File: src/source/rv_ctrl_pkg.sv
`default_nettype none

package rv_ctrl_pkg;

    //////////////////////////////
    // Widths and sizes

    localparam int INSTR_W    = 32;
    localparam int FIFO_DEPTH = 4;                      // Also the upstream's starting credits
    localparam int FIFO_PTR_W = $clog2(FIFO_DEPTH);
    localparam int FIFO_CNT_W = FIFO_PTR_W + 1;

    typedef logic [INSTR_W-1:0] instr_t;
    typedef logic [6:0]         opcode_t;
    typedef logic [2:0]         funct3_t;

    //////////////////////////////
    // Opcodes, funct3, bit 30

    localparam opcode_t OPC_LUI    = 7'b0110111;
    localparam opcode_t OPC_AUIPC  = 7'b0010111;
    localparam opcode_t OPC_JAL    = 7'b1101111;
    localparam opcode_t OPC_JALR   = 7'b1100111;
    localparam opcode_t OPC_BRANCH = 7'b1100011;
    localparam opcode_t OPC_LOAD   = 7'b0000011;
    localparam opcode_t OPC_STORE  = 7'b0100011;
    localparam opcode_t OPC_OP_IMM = 7'b0010011;
    localparam opcode_t OPC_OP     = 7'b0110011;

    localparam funct3_t F3_JALR = 3'b000;

    localparam funct3_t F3_LB  = 3'b000;
    localparam funct3_t F3_LH  = 3'b001;
    localparam funct3_t F3_LW  = 3'b010;
    localparam funct3_t F3_LBU = 3'b100;
    localparam funct3_t F3_LHU = 3'b101;

    localparam funct3_t F3_SB = 3'b000;
    localparam funct3_t F3_SH = 3'b001;
    localparam funct3_t F3_SW = 3'b010;

    localparam funct3_t F3_ADD  = 3'b000;               // ADD and SUB
    localparam funct3_t F3_SLL  = 3'b001;
    localparam funct3_t F3_SLT  = 3'b010;
    localparam funct3_t F3_SLTU = 3'b011;
    localparam funct3_t F3_XOR  = 3'b100;
    localparam funct3_t F3_SR   = 3'b101;               // SRL and SRA
    localparam funct3_t F3_OR   = 3'b110;
    localparam funct3_t F3_AND  = 3'b111;

    localparam logic B30_BASE = 1'b0;
    localparam logic B30_ALT  = 1'b1;                   // SUB, SRA, SRAI

    //////////////////////////////
    // Types

    typedef struct packed {
        logic    b30;
        funct3_t funct3;
        opcode_t opcode;
    } ins_key_t;

    typedef enum logic [3:0] {
        ALU_ADD, ALU_SUB, ALU_SLL, ALU_SLT, ALU_SLTU, ALU_XOR,
        ALU_SRL, ALU_SRA, ALU_OR, ALU_AND, ALU_COPY2
    } alu_op_t;

    typedef enum logic [2:0] {
        FMT_NONE, FMT_R, FMT_I, FMT_S, FMT_B, FMT_U, FMT_J
    } imm_type_t;

    typedef enum logic {SRC1_RS1, SRC1_PC}  alu_src1_t;
    typedef enum logic {SRC2_RS2, SRC2_IMM} alu_src2_t;

    typedef enum logic [3:0] {
        OP_LUI, OP_AUIPC, OP_JAL, OP_JALR, OP_BRANCH,
        OP_LOAD, OP_STORE, OP_ALU_IMM, OP_ALU_REG, OP_ILLEGAL
    } op_class_t;

    typedef struct packed {
        op_class_t op_class;
        imm_type_t imm_type;
        alu_op_t   alu_op;
        alu_src1_t alu_src1;
        alu_src2_t alu_src2;
    } decoded_instr_t;

    typedef enum logic [2:0] {
        ST_IDLE, ST_FETCH, ST_DECODE, ST_EXECUTE, ST_MEMORY, ST_WRITE_BACK
    } stage_t;

    typedef struct packed {
        logic      stall;
        imm_type_t imm_type;
        logic      jump;
        logic      jump_reg;
        logic      branch;
        alu_op_t   alu_op;
        alu_src1_t alu_src1;
        alu_src2_t alu_src2;
        logic      mem_read;
        logic      mem_write;
        logic      mem_to_reg;
        logic      wrt_src;
        logic      reg_write;
    } ctrl_word_t;

endpackage

`default_nettype wire

File: src/source/decode_fifo.sv
`timescale 1ns/100ps
`default_nettype none

module decode_fifo import rv_ctrl_pkg::*;
(
    input  logic           CLK,
    input  logic           RESET,
    input  logic           push,
    input  decoded_instr_t push_entry,
    input  logic           pop,
    output logic           empty,
    output decoded_instr_t head
);

    decoded_instr_t        mem [FIFO_DEPTH];
    logic [FIFO_PTR_W-1:0] wr_ptr;
    logic [FIFO_PTR_W-1:0] rd_ptr;
    logic [FIFO_CNT_W-1:0] count;
    logic                  full;

    function automatic logic [FIFO_PTR_W-1:0] ptr_inc(input logic [FIFO_PTR_W-1:0] ptr);
        if (ptr == FIFO_PTR_W'(FIFO_DEPTH - 1))
        begin
            return '0;
        end
        return ptr + 1'b1;
    endfunction

    assign empty = (count == '0);
    assign full  = (count == FIFO_CNT_W'(FIFO_DEPTH));
    assign head  = mem[rd_ptr];                         // Head shows one cycle after push

    always_ff @(posedge CLK)
    begin
        if (RESET)
        begin
            wr_ptr <= '0;
            rd_ptr <= '0;
            count  <= '0;
        end
        else
        begin
            if (push)
            begin
                wr_ptr <= ptr_inc(wr_ptr);
            end
            if (pop)
            begin
                rd_ptr <= ptr_inc(rd_ptr);
            end
            case ({push, pop})
                2'b10:   count <= count + 1'b1;
                2'b01:   count <= count - 1'b1;
                default: count <= count;
            endcase
        end
    end

    always_ff @(posedge CLK)
    begin
        if (push)
        begin
            mem[wr_ptr] <= push_entry;
        end
    end

    // The upstream credit count must keep the queue from overflowing
    push_not_full: assert property (@(posedge CLK) disable iff (RESET) push |-> !full)
        else $error("decode_fifo push while full");

    pop_not_empty: assert property (@(posedge CLK) disable iff (RESET) pop |-> !empty)
        else $error("decode_fifo pop while empty");

endmodule

`default_nettype wire

File: src/source/instr_decoder.sv
`timescale 1ns/100ps
`default_nettype none

module instr_decoder import rv_ctrl_pkg::*;
(
    input  logic           CLK,
    input  logic           RESET,
    input  logic           ins_valid,
    input  instr_t         ins,
    output logic           dec_valid,
    output decoded_instr_t dec_entry
);

    ins_key_t       key;
    logic           is_reg;
    alu_op_t        alu_sel;
    logic           alu_legal;
    decoded_instr_t entry;

    assign key    = {ins[30], ins[14:12], ins[6:0]};
    assign is_reg = (key.opcode == OPC_OP);

    // ALU operation, shared by the immediate and register groups
    always_comb
    begin
        alu_sel   = ALU_ADD;
        alu_legal = !is_reg || (key.b30 == B30_BASE);   // Bit 30 is immediate data for I-type
        case (key.funct3)
            F3_ADD:
            begin
                alu_legal = 1'b1;
                if (is_reg && key.b30 == B30_ALT)
                begin
                    alu_sel = ALU_SUB;
                end
            end
            F3_SLL:
            begin
                alu_sel   = ALU_SLL;
                alu_legal = (key.b30 == B30_BASE);
            end
            F3_SLT:  alu_sel = ALU_SLT;
            F3_SLTU: alu_sel = ALU_SLTU;
            F3_XOR:  alu_sel = ALU_XOR;
            F3_SR:
            begin
                alu_legal = 1'b1;
                alu_sel   = ALU_SRL;
                if (key.b30 == B30_ALT)
                begin
                    alu_sel = ALU_SRA;
                end
            end
            F3_OR:   alu_sel = ALU_OR;
            F3_AND:  alu_sel = ALU_AND;
        endcase
    end

    always_comb
    begin
        entry = '{OP_ILLEGAL, FMT_NONE, ALU_ADD, SRC1_RS1, SRC2_RS2};
        case (key.opcode)
            OPC_LUI:    entry = '{OP_LUI, FMT_U, ALU_COPY2, SRC1_RS1, SRC2_IMM};
            OPC_AUIPC:  entry = '{OP_AUIPC, FMT_U, ALU_ADD, SRC1_PC, SRC2_IMM};
            OPC_JAL:    entry = '{OP_JAL, FMT_J, ALU_ADD, SRC1_RS1, SRC2_RS2};
            OPC_JALR:
            begin
                if (key.funct3 == F3_JALR)
                begin
                    entry = '{OP_JALR, FMT_I, ALU_ADD, SRC1_RS1, SRC2_RS2};
                end
            end
            OPC_BRANCH: entry = '{OP_BRANCH, FMT_B, ALU_ADD, SRC1_RS1, SRC2_RS2};  // Any funct3
            OPC_LOAD:
            begin
                if (key.funct3 inside {F3_LB, F3_LH, F3_LW, F3_LBU, F3_LHU})
                begin
                    entry = '{OP_LOAD, FMT_I, ALU_ADD, SRC1_RS1, SRC2_IMM};
                end
            end
            OPC_STORE:
            begin
                if (key.funct3 inside {F3_SB, F3_SH, F3_SW})
                begin
                    entry = '{OP_STORE, FMT_S, ALU_ADD, SRC1_RS1, SRC2_IMM};
                end
            end
            OPC_OP_IMM:
            begin
                if (alu_legal)
                begin
                    entry = '{OP_ALU_IMM, FMT_I, alu_sel, SRC1_RS1, SRC2_IMM};
                end
            end
            OPC_OP:
            begin
                if (alu_legal)
                begin
                    entry = '{OP_ALU_REG, FMT_R, alu_sel, SRC1_RS1, SRC2_RS2};
                end
            end
            default: ;                                  // Stays illegal
        endcase
    end

    always_ff @(posedge CLK)
    begin
        if (RESET)
        begin
            dec_valid <= 1'b0;
        end
        else
        begin
            dec_valid <= ins_valid;
        end
    end

    always_ff @(posedge CLK)
    begin
        if (ins_valid)
        begin
            dec_entry <= entry;
        end
    end

endmodule

`default_nettype wire

File: src/source/rv_ctrl_top.sv
`timescale 1ns/100ps
`default_nettype none

module rv_ctrl_top import rv_ctrl_pkg::*;
(
    input  logic       CLK,
    input  logic       RESET,
    input  logic       ins_valid,
    input  instr_t     ins,
    output logic       ins_credit,
    output stage_t     stage,
    output ctrl_word_t ctrl
);

    logic           dec_valid;
    decoded_instr_t dec_entry;
    logic           q_empty;
    decoded_instr_t q_entry;
    logic           q_pop;

    instr_decoder i_decoder (
        .CLK       (CLK),
        .RESET     (RESET),
        .ins_valid (ins_valid),
        .ins       (ins),
        .dec_valid (dec_valid),
        .dec_entry (dec_entry)
    );

    decode_fifo i_fifo (
        .CLK        (CLK),
        .RESET      (RESET),
        .push       (dec_valid),
        .push_entry (dec_entry),
        .pop        (q_pop),
        .empty      (q_empty),
        .head       (q_entry)
    );

    stage_sequencer i_sequencer (
        .CLK        (CLK),
        .RESET      (RESET),
        .q_empty    (q_empty),
        .q_entry    (q_entry),
        .q_pop      (q_pop),
        .ins_credit (ins_credit),
        .stage      (stage),
        .ctrl       (ctrl)
    );

endmodule

`default_nettype wire

File: src/source/stage_sequencer.sv
`timescale 1ns/100ps
`default_nettype none

module stage_sequencer import rv_ctrl_pkg::*;
(
    input  logic           CLK,
    input  logic           RESET,
    input  logic           q_empty,
    input  decoded_instr_t q_entry,
    output logic           q_pop,
    output logic           ins_credit,
    output stage_t         stage,
    output ctrl_word_t     ctrl
);

    decoded_instr_t cur_entry;
    stage_t         stage_next;
    ctrl_word_t     ctrl_next;
    logic           seq_done;
    logic           illegal_decode;

    //////////////////////////////
    // Next stage

    always_comb
    begin
        seq_done   = 1'b0;
        stage_next = stage;
        case (stage)
            ST_FETCH:      stage_next = ST_DECODE;
            ST_DECODE:
            begin
                if (cur_entry.op_class == OP_ILLEGAL)
                begin
                    seq_done = 1'b1;
                end
                else
                begin
                    stage_next = ST_EXECUTE;
                end
            end
            ST_EXECUTE:
            begin
                case (cur_entry.op_class)
                    OP_LOAD, OP_STORE: stage_next = ST_MEMORY;
                    OP_BRANCH:         seq_done   = 1'b1;
                    default:           stage_next = ST_WRITE_BACK;
                endcase
            end
            ST_MEMORY:
            begin
                if (cur_entry.op_class == OP_LOAD)
                begin
                    stage_next = ST_WRITE_BACK;
                end
                else
                begin
                    seq_done = 1'b1;                    // Stores end here
                end
            end
            default:       seq_done = 1'b1;             // Idle or write-back
        endcase
        if (seq_done)
        begin
            stage_next = q_empty ? ST_IDLE : ST_FETCH;
        end
    end

    assign q_pop = seq_done && !q_empty;

    //////////////////////////////
    // Control word for the next stage

    always_comb
    begin
        ctrl_next = '0;
        case (stage_next)
            ST_FETCH:
            begin
                ctrl_next.alu_op   = ALU_ADD;           // PC + 4
                ctrl_next.alu_src1 = SRC1_RS1;
                ctrl_next.alu_src2 = SRC2_RS2;
            end
            ST_DECODE:
            begin
                if (cur_entry.op_class != OP_ILLEGAL)
                begin
                    ctrl_next.stall    = 1'b1;
                    ctrl_next.imm_type = cur_entry.imm_type;
                end
            end
            ST_EXECUTE:
            begin
                ctrl_next.stall    = 1'b1;
                ctrl_next.branch   = (cur_entry.op_class == OP_BRANCH);
                ctrl_next.alu_op   = cur_entry.alu_op;
                ctrl_next.alu_src1 = cur_entry.alu_src1;
                ctrl_next.alu_src2 = cur_entry.alu_src2;
            end
            ST_MEMORY:
            begin
                ctrl_next.stall     = 1'b1;
                ctrl_next.mem_read  = (cur_entry.op_class == OP_LOAD);
                ctrl_next.mem_write = (cur_entry.op_class == OP_STORE);
            end
            ST_WRITE_BACK:
            begin
                ctrl_next.stall      = 1'b1;
                ctrl_next.reg_write  = 1'b1;
                ctrl_next.jump       = (cur_entry.op_class == OP_JAL);
                ctrl_next.jump_reg   = (cur_entry.op_class == OP_JALR);
                ctrl_next.wrt_src    = !(cur_entry.op_class inside {OP_JAL, OP_JALR});
                ctrl_next.mem_to_reg = (cur_entry.op_class == OP_LOAD);
            end
            default: ctrl_next = '0;
        endcase
    end

    always_ff @(posedge CLK)
    begin
        if (RESET)
        begin
            stage      <= ST_IDLE;
            ctrl       <= '0;
            ins_credit <= 1'b0;
        end
        else
        begin
            stage      <= stage_next;
            ctrl       <= ctrl_next;
            ins_credit <= q_pop;                        // Slot freed, hand a credit back
        end
    end

    always_ff @(posedge CLK)
    begin
        if (q_pop)
        begin
            cur_entry <= q_entry;
        end
    end

    assign illegal_decode = (stage == ST_DECODE) && (cur_entry.op_class == OP_ILLEGAL);

    credit_in_fetch: assert property (@(posedge CLK) disable iff (RESET)
        ins_credit |-> (stage == ST_FETCH))
        else $error("ins_credit outside ST_FETCH");

    stall_by_stage: assert property (@(posedge CLK) disable iff (RESET)
        ctrl.stall == !((stage inside {ST_IDLE, ST_FETCH}) || illegal_decode))
        else $error("stall does not match stage");

endmodule

`default_nettype wire
File: config.mk
export PLATFORM = sky130hd
export DESIGN_NAME = rv_ctrl_top
export DESIGN_NICKNAME = d
export VERILOG_FILES = /design/src/source/rv_ctrl_pkg.sv /design/src/source/decode_fifo.sv /design/src/source/instr_decoder.sv /design/src/source/rv_ctrl_top.sv /design/src/source/stage_sequencer.sv
export SDC_FILE = /design/constraint.sdc
export NUM_CORES = 1
export LEC_CHECK = 0
export BUFFER_PORTS_ARGS = -buffer_cell sky130_fd_sc_hd__clkbuf_2
export CAP_MARGIN = 20
export CORE_ASPECT_RATIO = 1.5
export CORE_UTILIZATION = 50
export DETAILED_ROUTE_END_ITERATION = 10
export PLACE_DENSITY = 0.66
export SYNTH_ARGS = -nofsm -noshare
export SYNTH_HDL_FRONTEND = slang
export SYNTH_SLANG_ARGS = --single-unit
File: constraint.sdc
create_clock -name CLK -period 7.05 [get_ports CLK]
set_clock_uncertainty 0.2 [all_clocks]
set_input_delay 1.41 -clock CLK [delete_from_list [all_inputs] [get_ports CLK]]
set_output_delay 1.41 -clock CLK [all_outputs]
set_load 0.1 [all_outputs]
==> results of run 1 <==
## worst max-delay path, stage by stage, from the launching register on
cell and delay, ns:
edfxtp_1 0.52, nor4b_2 0.56, a21oi_2 0.23, nor3_4 0.69
ha_1 0.31, inv_1 0.06, fa_1 0.37, xor2_1 0.15
or3_1 0.30, a21oi_1 0.13
## through the flow
step           utilization  instances
2_1_floorplan            -        298
3_3_place_gp         0.552        427
3_5_place_dp         0.552        427
4_1_cts              0.586        443
5_1_grt              0.586        443
6_report             0.586        443
## path summary, 6_finish.rpt
path,startpoint,endpoint,slack [ns],cells after the start
max,i_sequencer.cur_entry[9]$_DFFE_PN_,i_fifo.count[2]$_SDFFE_PP0P_,3.46,9
min,i_sequencer.cur_entry[5]$_DFFE_PN_,i_sequencer.ctrl[10]$_SDFF_PP0_,0.28,1
max reg2reg,i_sequencer.cur_entry[9]$_DFFE_PN_,i_fifo.count[2]$_SDFFE_PP0P_,3.46,9
min reg2reg,i_sequencer.cur_entry[5]$_DFFE_PN_,i_sequencer.ctrl[10]$_SDFF_PP0_,0.28,1
## logic make-up (layout without fill, tap and decap cells)
logic type                 after synthesis  count (layout)
DFF                                    108             108
and+or+nand+nor                         97              97
AOI/OAI and AO/OA                       40              40
buffers and inverters                   25              63
muxes                                   18              18
adders and majority gates                7               7
xor gates and xnor gates                 3               3
## area by class of cell
cell class	instances	area, um^2	area share
Multi-Input combinational cell	165	1410	0.282
Sequential cell	108	2940	0.590
Tap cell	107	134	0.0269
Clock inverter	6	55.1	0.0110
Clock buffer	10	229	0.0459
Timing Repair Buffer	35	175	0.0351
Inverter	12	45.0	0.00903
## Yosys cell counts (3+ instances only)
master,instances,area (um^2)
edfxtp_1,78,2340
dfxtp_1,30,601
nor2_1,17,63.8
nor3_1,15,75.1
mux4_2,13,293
inv_1,12,45.0
clkbuf_1,9,33.8
a21oi_1,8,40.0
nand3_1,8,40.0
o21ai_0,8,40.0
nand2_1,7,26.3
nand2b_1,7,43.8
ha_1,6,75.1
nor3b_2,6,75.1
and2_1,5,31.3
nor2b_1,5,31.3
nor3b_1,4,30.0
or3_1,4,25.0
buf_2,3,15.0
mux2i_1,3,30.0
nor4_1,3,18.8
o21a_1,3,22.5
o31ai_1,3,22.5
xor2_1,3,26.3
## cells in the final DEF (no fill, tap or decap), types with 6 or more instances in the layout
cell       instances
dfxtp_1           30
nand2_1            7
nand2b_1           7
a21oi_1            8
inv_1             12
nand3_1            8
nor3_1            15
clkbuf_2          35
nor3b_2            6
ha_1               6
edfxtp_1          78
o21ai_0            8
mux4_2            13
nor2_1            17
clkbuf_16          9
## power groups by stage
stage	clock (mW)	sequential (mW)	combinational [mW]
after global placement	0	0.854	0.329
after floorplan	0	0.880	0.245
after global routing	0.513	0.857	0.366
after CTS	0.488	0.846	0.337
final	0.478	0.844	0.333
after detailed placement	0	0.859	0.336
## per-layer routing
metal | up-vias | GRT usage | part of all wire
li1 | 1209 | - | -
met1 | 1153 | 0.175 | 0.39
met5 | - | 0 | 0
met4 | 0 | 0.0693 | 0.017
met3 | 9 | 0.0372 | 0.036
met2 | 70 | 0.298 | 0.55
## state kept, by name (all words and copies together) (netlist names)
name and flops:
i_decoder.dec_entry 13, i_decoder.dec_valid 1, i_fifo.count 3, i_fifo.mem 52, i_fifo.rd_ptr 2, i_fifo.wr_ptr 2
i_sequencer.ctrl 18, i_sequencer.cur_entry 13, i_sequencer.ins_credit 1, i_sequencer.stage 3
==> results.toml, run 1 <==
[run_status]
status = "complete, no violations"

[job]
cap_violations = 0

[yosys]
syn-cell-area_um2 = 4450
synth_seq_cells = 108
syn-num-nets = 340
postSynthAreaPerCell_um2 = 14.9
synth-simple-area-share = 0.144
synthArstFlopShare = 0
syn_inst = 298
ys_types = 57
synth-edff-count = 78
synth-xor-area-share = 0.00590
synth_mux_area_frac = 0.0784
synth_top_family_by_area = "simple AND/OR/NAND/NOR gates"
synthAdderAreaFrac = 0.0214
yosysWarnings = 0
seq_area_frac_synth = 0.661
synth-main-ff-cell = "edfxtp_1"
synth_compound_area_frac = 0.0660

[global_routing]
track_usage = 0.163
grt_max_degree = 19
grt_pass1_wl_um = 11400
grt_pass1_vias = 2419
grt_overflow = 0
antenna_found_initial = 0

[clock_network]
clk_latency_ns = 0.34
cts_setup_buffers = 0
clk_pin_slew_ns = 0.07
cts_max_path_buffers = 2
hold_buffers = 0
clockRootBuffer = "clkbuf_16"
cts_resized = 0
h-tree-depth = 3
cts_made_buffers = 9
cts_tree = "done"
clock_sinks = 108

[pwr]
power_density_nw_per_um2 = 332
power_frac_seq = 0.510
p_sw_frac = 0.287
power.internal_mw = 1.18
vdd_drop_max_v = 0.000240
power_leakage_nw = 1.73
p_switching_mw = 0.474
power_frac_comb = 0.201
p_clk_frac = 0.289
p_total_mw = 1.65

[timing]
rsz0062_at_grt = "false"
post-route-min-period_ns = 3.59
relSlewSlack = 0.345
hold_viol = 0
tightestPinTransition_ns = 0.981
hold_slack_ns = 0.284
finalMaxSlewViolations = 0
setup_violations = 0
tns_ns = 0
setup_ws_ns = 3.46
timing.fmax_ghz = 0.279
period_share = 0.509

[floorplan]
std_cell_rows = 41
ios = 57
die_y_um = 118
die_w_um = 79.1
core-area_um2 = 8520
start_util = 0.523
dieArea_um2 = 9300

[cells_and_area]
layout.nets = 373
syn_to_final_growth_pct = 12.0
fillers = 702
final_cell_area_um2 = 4990
drive_gt1_frac = 0.238
antenna_cells = 0

[route]
dr.pass1.iters = 4
ant_nets = 0
via_per_inst = 5.51
drtIter0Drc = 102
vias = 2441
drcViolationCount = 0
post_drt_wl_per_cell_um = 15.5
drt_wl_total_um = 6880

[worst_setup_path]
cp.arrival_ns = 3.66
startpoint_type = "flop"
end_kind = "flop"
cp.required_ns = 7.12
cp_max_fo = 16
crit_type = "reg2reg"

[placed_design]
post_dp_cell_area_um2 = 4700
pre_cts_slack_ns = 3.44
dp_hpwl_um = 4830
portBuffers = 35
gp_congestion = 0.771

[worst_hold_path]
min_path_type = "reg2reg"
Power figures use the tool's default switching activity.
==> inputs of run 2 (changes only) <==
==> constraint.sdc (replaced) <==
create_clock -name CLK -period 3.6 [get_ports CLK]
set_clock_uncertainty 0.2 [all_clocks]
set_input_delay 0.72 -clock CLK [delete_from_list [all_inputs] [get_ports CLK]]
set_output_delay 0.72 -clock CLK [all_outputs]
set_load 0.1 [all_outputs]
==> run 2 against run 1 <==
  * Routed wire length up 1.3%
  * Largest cell class unchanged
  * Total power grew 100%
  * Largest power group unchanged
  * Design area is 0.80% higher
  * Utilization up 0.47 points
  * Highest routed layer unchanged
  * Non-clock buffer count grew 2
  * Sequential power up 95%
  * Flip-flop and latch count did not move
==> results.toml, run 2 (synthesized netlist as in run 1, its figures left out) <==
[placed_design]
gp_congestion = 0.792
portBuffers = 35
post_dp_cell_area_um2 = 4720
pre_cts_slack_ns = 0.747
dp_hpwl_um = 4770

[route]
drtIter0Drc = 84
drt_wl_total_um = 6970
via_per_inst = 5.50
dr.pass1.iters = 4
ant_nets = 0
vias = 2447
post_drt_wl_per_cell_um = 15.7
drcViolationCount = 0

[clock_network]
cts_setup_buffers = 0
clockRootBuffer = "clkbuf_16"
clk_latency_ns = 0.34
h-tree-depth = 3
cts_made_buffers = 9
clock_sinks = 108
cts_max_path_buffers = 2
clk_pin_slew_ns = 0.06
cts_tree = "done"
cts_resized = 0
hold_buffers = 0

[floorplan]
core-area_um2 = 8520
start_util = 0.523
std_cell_rows = 41
die_y_um = 118
ios = 57
dieArea_um2 = 9300
die_w_um = 79.1

[pwr]
power_density_nw_per_um2 = 661
power_frac_seq = 0.497
power.internal_mw = 2.40
p_switching_mw = 0.925
p_clk_frac = 0.302
p_sw_frac = 0.279
power_leakage_nw = 1.75
p_total_mw = 3.32
power_frac_comb = 0.201
vdd_drop_max_v = 0.000385

[cells_and_area]
largest_register_ffs = 52
utilization = 0.590
final_cell_area_um2 = 5030
syn_to_final_growth_pct = 12.9
layout_commonest_cell = "edfxtp_1"
reg_top3 = "i_fifo.mem x52, i_sequencer.ctrl x18"
drive_gt1_frac = 0.246
regMostFlops = "i_fifo.mem"
layout_common_cells = "78 x edfxtp_1, 35 x clkbuf_2, 29 x dfxtp_1, 17 x nor2_1, 15 x nor3_1"
antenna_cells = 0
layout.nets = 375

[worst_setup_path]
cp_max_fo = 8
cp.arrival_ns = 2.93
crit_buf_inv = 1
cp.required_ns = 3.67
end_kind = "flop"
startpoint_type = "flop"
cp_top_family = "simple AND/OR/NAND/NOR gates"
crit_type = "reg2reg"
path_cells = "nor4b_2 > a21oi_2 > nor3_4 > ha_1 > inv_1 > fa_1 > xor2_1 > or3_1 > a21oi_1"
max_stage_delay_ns = 0.52
slowest_stage = "edfxtp_1"

[job]
cap_violations = 0

[timing]
timing.fmax_ghz = 0.350
tns_ns = 0
hold_viol = 0
finalMaxSlewViolations = 0
post-route-min-period_ns = 2.86
period_share = 0.793
rsz0062_at_grt = "false"
setup_ws_ns = 0.744
relSlewSlack = 0.344
setup_violations = 0
tightestPinTransition_ns = 0.982

[global_routing]
grt_pass1_wl_um = 11400
track_usage = 0.166
grt_overflow = 0
grt_pass1_vias = 2432
grt_max_degree = 19
antenna_found_initial = 0

[worst_hold_path]
min_path_type = "reg2reg"

[run_status]
status = "complete, no violations"
==> run 2: stage by stage <==
| step | cells | hold slack [ns] |
|---|---|---|
| 4_1_cts | 445 | 0.286 |
| 6_report | 445 | 0.279 |
| 2_1_floorplan | 298 | 0.255 |
| 5_1_grt | 445 | 0.321 |
| 3_3_place_gp | 429 | 0.267 |
| 3_5_place_dp | 429 | 0.270 |
==> run 2: cell type report <==
| class | count | area [um^2] |
|---|---|---|
| clock inverter | 6 | 78.8 |
| fill | 682 | 3490 |
| timing repair buffer | 37 | 190 |
| tap | 107 | 134 |
| clock buffer | 10 | 229 |
| multi-input combinational | 165 | 1410 |
| sequential | 108 | 2940 |
| inverter | 12 | 45.0 |
==> run 2: power by group through the flow <==
| stage | clock, mW | combinational [mW] | sequential, mW |
|---|---|---|---|
| finish | 1.00 | 0.669 | 1.65 |
| global route | 1.08 | 0.727 | 1.68 |
| CTS | 1.03 | 0.677 | 1.65 |
| detailed placement | 0 | 0.672 | 1.68 |
| global placement | 0 | 0.662 | 1.67 |
| floorplan | 0 | 0.480 | 1.72 |
==> run 2: final timing paths <==
kind                                                  endpoint  depth (start not counted)  slack (ns)                                from
worst max-delay path              i_fifo.count[2]$_SDFFE_PP0P_                          9        0.74  i_sequencer.cur_entry[9]$_DFFE_PN_
worst min-delay path            i_sequencer.ctrl[8]$_SDFF_PP0_                          1        0.28  i_sequencer.cur_entry[3]$_DFFE_PN_
worst max register to register    i_fifo.count[2]$_SDFFE_PP0P_                          9        0.74  i_sequencer.cur_entry[9]$_DFFE_PN_
worst min register to register  i_sequencer.ctrl[8]$_SDFF_PP0_                          1        0.28  i_sequencer.cur_entry[3]$_DFFE_PN_
==> run 2: per-layer routing <==
| metal | GRT usage | wire length (um) | share of wire |
|---|---|---|---|
| met5 | 0 | 0 | 0 |
| met4 | 0.0966 | 195 | 0.028 |
| met3 | 0.0372 | 210 | 0.030 |
| met2 | 0.291 | 3760 | 0.54 |
| met1 | 0.177 | 2800 | 0.40 |
